[src/rtl/mem_map_pkg.sv]
// Memory map constants
package mem_map_pkg;

   // ---------------------------------------------------------------------------
   // port widths
   // ---------------------------------------------------------------------------
   localparam int mcr_addr_bits  = 14;
   localparam int mcr_word_bits  = 49;
   localparam int dram_addr_bits = 22;
   localparam int vram_addr_bits = 15;
   localparam int data_bits      = 32;

   // cycles from transaction start to ready/done pulse
   localparam int dram_latency = 5;

   // ---------------------------------------------------------------------------
   // default array depths in words
   // ---------------------------------------------------------------------------
   localparam int mcr_depth_default  = 16384;
   localparam int dram_depth_default = 262144;
   // 672 x 1024 pixels at one bit each
   localparam int vram_depth_default = 21504;

endpackage

[src/rtl/mem_bus_pkg.sv]
// Memory port bundles
package mem_bus_pkg;

   // ---------------------------------------------------------------------------
   // microcode RAM
   // ---------------------------------------------------------------------------
   typedef struct packed {
      logic [mem_map_pkg::mcr_addr_bits-1:0] addr;
      logic [mem_map_pkg::mcr_word_bits-1:0] wdata;
      // write strobe
      logic                                  write;
      // load the prefetch register
      logic                                  prefetch;
   } mcr_req_t;

   // ---------------------------------------------------------------------------
   // main memory
   // ---------------------------------------------------------------------------
   typedef struct packed {
      logic [mem_map_pkg::dram_addr_bits-1:0] addr;
      logic [mem_map_pkg::data_bits-1:0]      wdata;
      // request levels, held until ready or done
      logic                                   read;
      logic                                   write;
   } dram_req_t;

   typedef struct packed {
      logic [mem_map_pkg::data_bits-1:0] rdata;
      logic                              ready;
      logic                              done;
   } dram_resp_t;

   // ---------------------------------------------------------------------------
   // video RAM, CPU side
   // ---------------------------------------------------------------------------
   typedef struct packed {
      logic [mem_map_pkg::vram_addr_bits-1:0] addr;
      logic [mem_map_pkg::data_bits-1:0]      wdata;
      logic                                   read;
      logic                                   write;
   } vram_cpu_req_t;

   typedef struct packed {
      logic [mem_map_pkg::data_bits-1:0] rdata;
      logic                              ready;
      logic                              done;
   } vram_cpu_resp_t;

endpackage

[src/rtl/mem_slot_control.sv]
// Memory slot control
`timescale 1ns/1ps

module mem_slot_control
(
   input  logic                   clk,
   input  logic                   reset,
   input  logic                   fetch,
   input  logic                   mcr_write,
   input  mem_bus_pkg::dram_req_t dram_req,
   input  logic                   vram_pending,
   output logic                   mcr_done,
   output logic                   dram_start_write,
   output logic                   dram_ready,
   output logic                   dram_done,
   output logic                   vram_commit
);

   localparam int last_stage = mem_map_pkg::dram_latency - 1;

   logic [mem_map_pkg::dram_latency-1:0] ack_line;
   logic                                 dram_start;
   logic                                 was_write;

   // microcode write finishes one cycle after the strobe
   always_ff @(posedge clk)
   begin
      if (reset)
         mcr_done <= 1'b0;
      else
         mcr_done <= mcr_write;
   end

   // ---------------------------------------------------------------------------
   // main memory delay line
   // ---------------------------------------------------------------------------
   // only one transaction in flight; requests seen while busy are dropped
   assign dram_start       = (ack_line == '0) && (dram_req.read || dram_req.write);
   assign dram_start_write = dram_start && dram_req.write;

   always_ff @(posedge clk)
   begin
      if (reset)
      begin
         ack_line  <= '0;
         was_write <= 1'b0;
      end
      else
      begin
         ack_line <= {ack_line[last_stage-1:0], dram_start};
         // write wins when both levels are up
         if (dram_start)
            was_write <= dram_req.write;
      end
   end

   assign dram_done  = ack_line[last_stage] && was_write;
   assign dram_ready = ack_line[last_stage] && !was_write;

   // video write may only use a cycle free of fetch and microcode write
   assign vram_commit = vram_pending && !fetch && !mcr_done;

endmodule

[config.mk]
export PLATFORM = sky130hd
export DESIGN_NAME = mem_slot_control
export DESIGN_NICKNAME = d
export VERILOG_FILES = /design/src/rtl/mem_map_pkg.sv /design/src/rtl/mem_bus_pkg.sv /design/src/rtl/mem_slot_control.sv
export SDC_FILE = /design/constraint.sdc
export NUM_CORES = 1
export LEC_CHECK = 0
export BUFFER_PORTS_ARGS = -buffer_cell sky130_fd_sc_hd__buf_2
export CAP_MARGIN = 30
export CORE_UTILIZATION = 19
export CTS_CLUSTER_SIZE = 25
export DETAILED_ROUTE_END_ITERATION = 7
export PLACE_DENSITY = 0.75
export SYNTH_ARGS = -nofsm -noshare
export SYNTH_HDL_FRONTEND = slang
export SYNTH_SLANG_ARGS = --single-unit
[constraint.sdc]
create_clock -name clk -period 1.55 [get_ports clk]
set_input_delay 0.155 -clock clk [delete_from_list [all_inputs] [get_ports clk]]
set_output_delay 0.155 -clock clk [all_outputs]
set_load 0.05 [all_outputs]
# Word-level counts from Yosys, hierarchy flattened
# Index checks and enable logic that the tools add are counted.
# totals
out_inout_bits,5
register_bits,7
word_cells,14
# classes
reduce_logical,11
# ops
cell,count
$logic_and A1 B1 Y1,6
$logic_not A5 Y1,1
$logic_not A1 Y1,3
$logic_or A1 B1 Y1,1

# Longest topological paths before layout
# logic_depth
word_depth,3
mapped_depth,3
mapped_depth_nobuf,3

# Worst setup path after synthesis
# OpenSTA, ideal clock, no wires.
# synth_path
path_type,reg2out
startpoint,register mcr_done
endpoint,output port vram_commit
t_arrival_ps,1683
path_buffers,0
setup_slack_ps,-288
stages_incl_launch_ff,2
cell_sequence,dfxtp_1 -> nor3b_1
# synth_between
elab_chain_cells,2
# synth_lines
element,line,rtl
start: declaration,mem_slot_control.sv:12,"output logic mcr_done,"
start signal: assignment,mem_slot_control.sv:31,mcr_done <= mcr_write;
$logic_not A1 Y1,mem_slot_control.sv:61,assign vram_commit = vram_pending && !fetch && !mcr_done;
$logic_and A1 B1 Y1,mem_slot_control.sv:61,
end: declaration,mem_slot_control.sv:16,output logic vram_commit
# No other way between the ends.

# Final worst setup path
# layout_path
startpoint,register ack_line[4] (netlist name)
endpoint,output port dram_start_write
# layout_between
elab_chain_cells,3
# layout_lines
element,line,rtl
start: declaration,mem_slot_control.sv:21,logic [mem_map_pkg::dram_latency-1:0] ack_line;
start signal: assignment,mem_slot_control.sv:50,"ack_line <= {ack_line[last_stage-1:0], dram_start};"
$logic_not A5 Y1,mem_slot_control.sv:38,assign dram_start = (ack_line == '0) && (dram_req.read || dram_req.write);
$logic_and A1 B1 Y1,mem_slot_control.sv:38,
$logic_and A1 B1 Y1,mem_slot_control.sv:39,assign dram_start_write = dram_start && dram_req.write;
end: declaration,mem_slot_control.sv:13,"output logic dram_start_write,"
# No other way between the ends.

==> metrics.cfg <==
[setup_path]
crit_chain = or4_4, nor3_4, buf_6
worstReg2RegStart = ack_line[4]
r2r-end = was_write
r2r_slack_ns = 0.15
r2r_cells = 3
critPathMaxFanout = 3
critical_path_class = reg -> out
crit_slowest_cell = or4_4
end_kind = output pin
cp-start-kind = flip-flop
cp.required_ns = 1.39
arrival_ns = 1.46
slowest_delay_ns = 0.56

[sta]
max_slew_margin_pct = 77.7
timing.fmax_ghz = 0.621
worst_pin_slew_ns = 0.334
finalCritPeriodShare_pct = 104
hold_viol_final = 0
skew_ns = 0.00626
finalWorstSetupSlack_ns = -0.0611
final-max-slew-violation-count = 0
rsz0062_at_grt = true
hold_slack_ns = 0.109
finalSetupViolCount = 1
period_needed_ns = 1.61

[cells_and_area]
fin_nets = 99
area_delta_synth_final_pct = 47.2
multi_input_area_sq_um = 113
fin_cells = 51
fin_util_pct = 31.7
regArea_sq_um = 141
layout-drive-gt1-share_pct = 48.6
nFillCells = 129
antenna_cells = 0

[run]
drv_cap = 0

[drt]
ant_nets = 0
wirelength_um = 399
viasPerCell = 4.08
drc = 0
vias = 208
drt_pass1_iterations = 2
post_drt_wl_per_cell_um = 7.82
first_iter_violations = 2

[grt]
grt_max_degree = 8
antenna_found_initial = 0
grt_pass1_vias = 195
grt_use_total_pct = 8.64
grt_pass1_wl_um = 731
grt-ovfl-total = 0

[logic_synthesis]
synthesis.area_sq_um = 249
ys_seq_area_share_pct = 56.3
yosysWarnings = 0
yosysUniqueCellTypes = 11
ys_ff_latch = 7
syn_inst = 22
postSynthAreaPerCell_sq_um = 11.3
syn_nets = 83

[placed_design]
dp.cells = 47
place_congestion = 0.729
portBuffers = 11

[clocking]
root_buffer = clkbuf_4
cts.reportedPaths.clkPinSlew_ns = 0.05
cts_buffers = 3
htree_levels = 1
clock_sinks = 7
clk_latency_ns = 0.25
clock_path_buffers = 2
cts_tree = yes

[floorplan]
die_w_um = 38.2
start_util_pct = 21.5
die_area_sq_um = 1460
die_h_um = 38.2
rows = 12
fp.coreArea_sq_um = 1160
io_pins = 66

[power_and_ir_drop]
ir_drop_mv = 0.490
power_density_nw_per_um2 = 1180
leakage_nw = 0.172
finalPower_mw = 0.431

[hold_path]
hold_end = mcr_done
hold_depth = 2
hold_path_class = in -> reg
hp-start = mcr_write

[outcome]
violations = negative setup slack
status = complete, but fails checks

[what timing repair did]
item,CTS,global route
endpoints found under the setup margin,1,1
setup buffers,0,0
gates cloned,0,0
hold buffers,0,0
resized for setup,2,1
[Yosys cell counts]
cell       instances  area share [%]
a2111oi_1          1             4.0
nor3b_1            1             3.0
and2_1             1             2.5
inv_1              1             1.5
clkinv_1           1             1.5
dfxtp_1            7              56
or4_4              1             4.5
nor2b_1            6              15
o31a_1             1             3.5
nor3_2             1             4.0
o21ba_1            1             4.0
[layout make-up]
cell class	instances	area share [%]
clock buffer	4	7.17
inverter	2	2.05
multi-input combinational	13	30.7
sequential	7	38.6
tap	14	4.78
timing repair buffer	11	16.7
[state kept, by name, summed over array words and instances, names as in the netlist]
name       cells
ack_line       5
mcr_done       1
was_write      1
[logic make-up (layout without fill, tap and decap cells)]
group	count (synthesis)	after routing	share of synthesized area [%]
and+or+nand+nor	10	10	29.1
DFF	7	7	56.3
AOI/OAI and AO/OA	3	3	11.6
buffers and inverters	2	17	3.01
[worst max-delay path: cells and delay by family, from the launching register on]
family / cells / cell delay, ns
simple gates: 2 / 0.71
flops: 1 / 0.32
buf+inv: 1 / 0.18
[report_power, final]
group | switching [mW] | internal (mW)
Sequential | 0.00703 | 0.191
Clock | 0.0635 | 0.0980
Combinational | 0.0402 | 0.0312
Total | 0.111 | 0.320
[how the worst max path moves through the flow]
| stage | from | endpoint | slack, ns |
|---|---|---|---|
| floorplan | ack_line[4] | was_write | 0.007 |
| global placement | ack_line[4] | dram_start_write | 0.12 |
| detailed placement | ack_line[4] | dram_start_write | 0.11 |
| CTS | ack_line[4] | dram_start_write | -0.08 |
| global route | ack_line[4] | dram_start_write | -0.13 |
| finish | ack_line[4] | dram_start_write | -0.06 |
[per-layer routing]
layer	part of all wire, %	wire, um	up-vias	global-route usage [%]
li1	-	-	105	-
met2	38	150	12	10.2
met1	46	182	88	8.16
met4	1.8	7	0	8.04
met5	0	0	-	0
met3	15	58	3	8.72
[cell usage in the layout (no fill, tap or decap)]
cell / instances
nor3_4: 1
nor3b_2: 1
and2_1: 1
buf_6: 1
o31a_1: 1
clkinv_1: 1
buf_2: 10
dfxtp_2: 1
o21ba_1: 1
clkbuf_4: 3
or4_4: 1
inv_1: 1
a2111oi_1: 1
dfxtp_1: 6
clkbuf_1: 1
nor2b_1: 6
[metrics by stage]
step           setup TNS (ns)  cell area [sq um]  worst slack (ns)
4_1_cts               -0.0799                365           -0.0799
5_1_grt                -0.125                367            -0.125
3_5_place_dp                0                333             0.114
3_3_place_gp                0                333             0.119
2_1_floorplan               0                260           0.00664
6_report              -0.0611                367           -0.0611
Power figures use the tool's default switching activity.
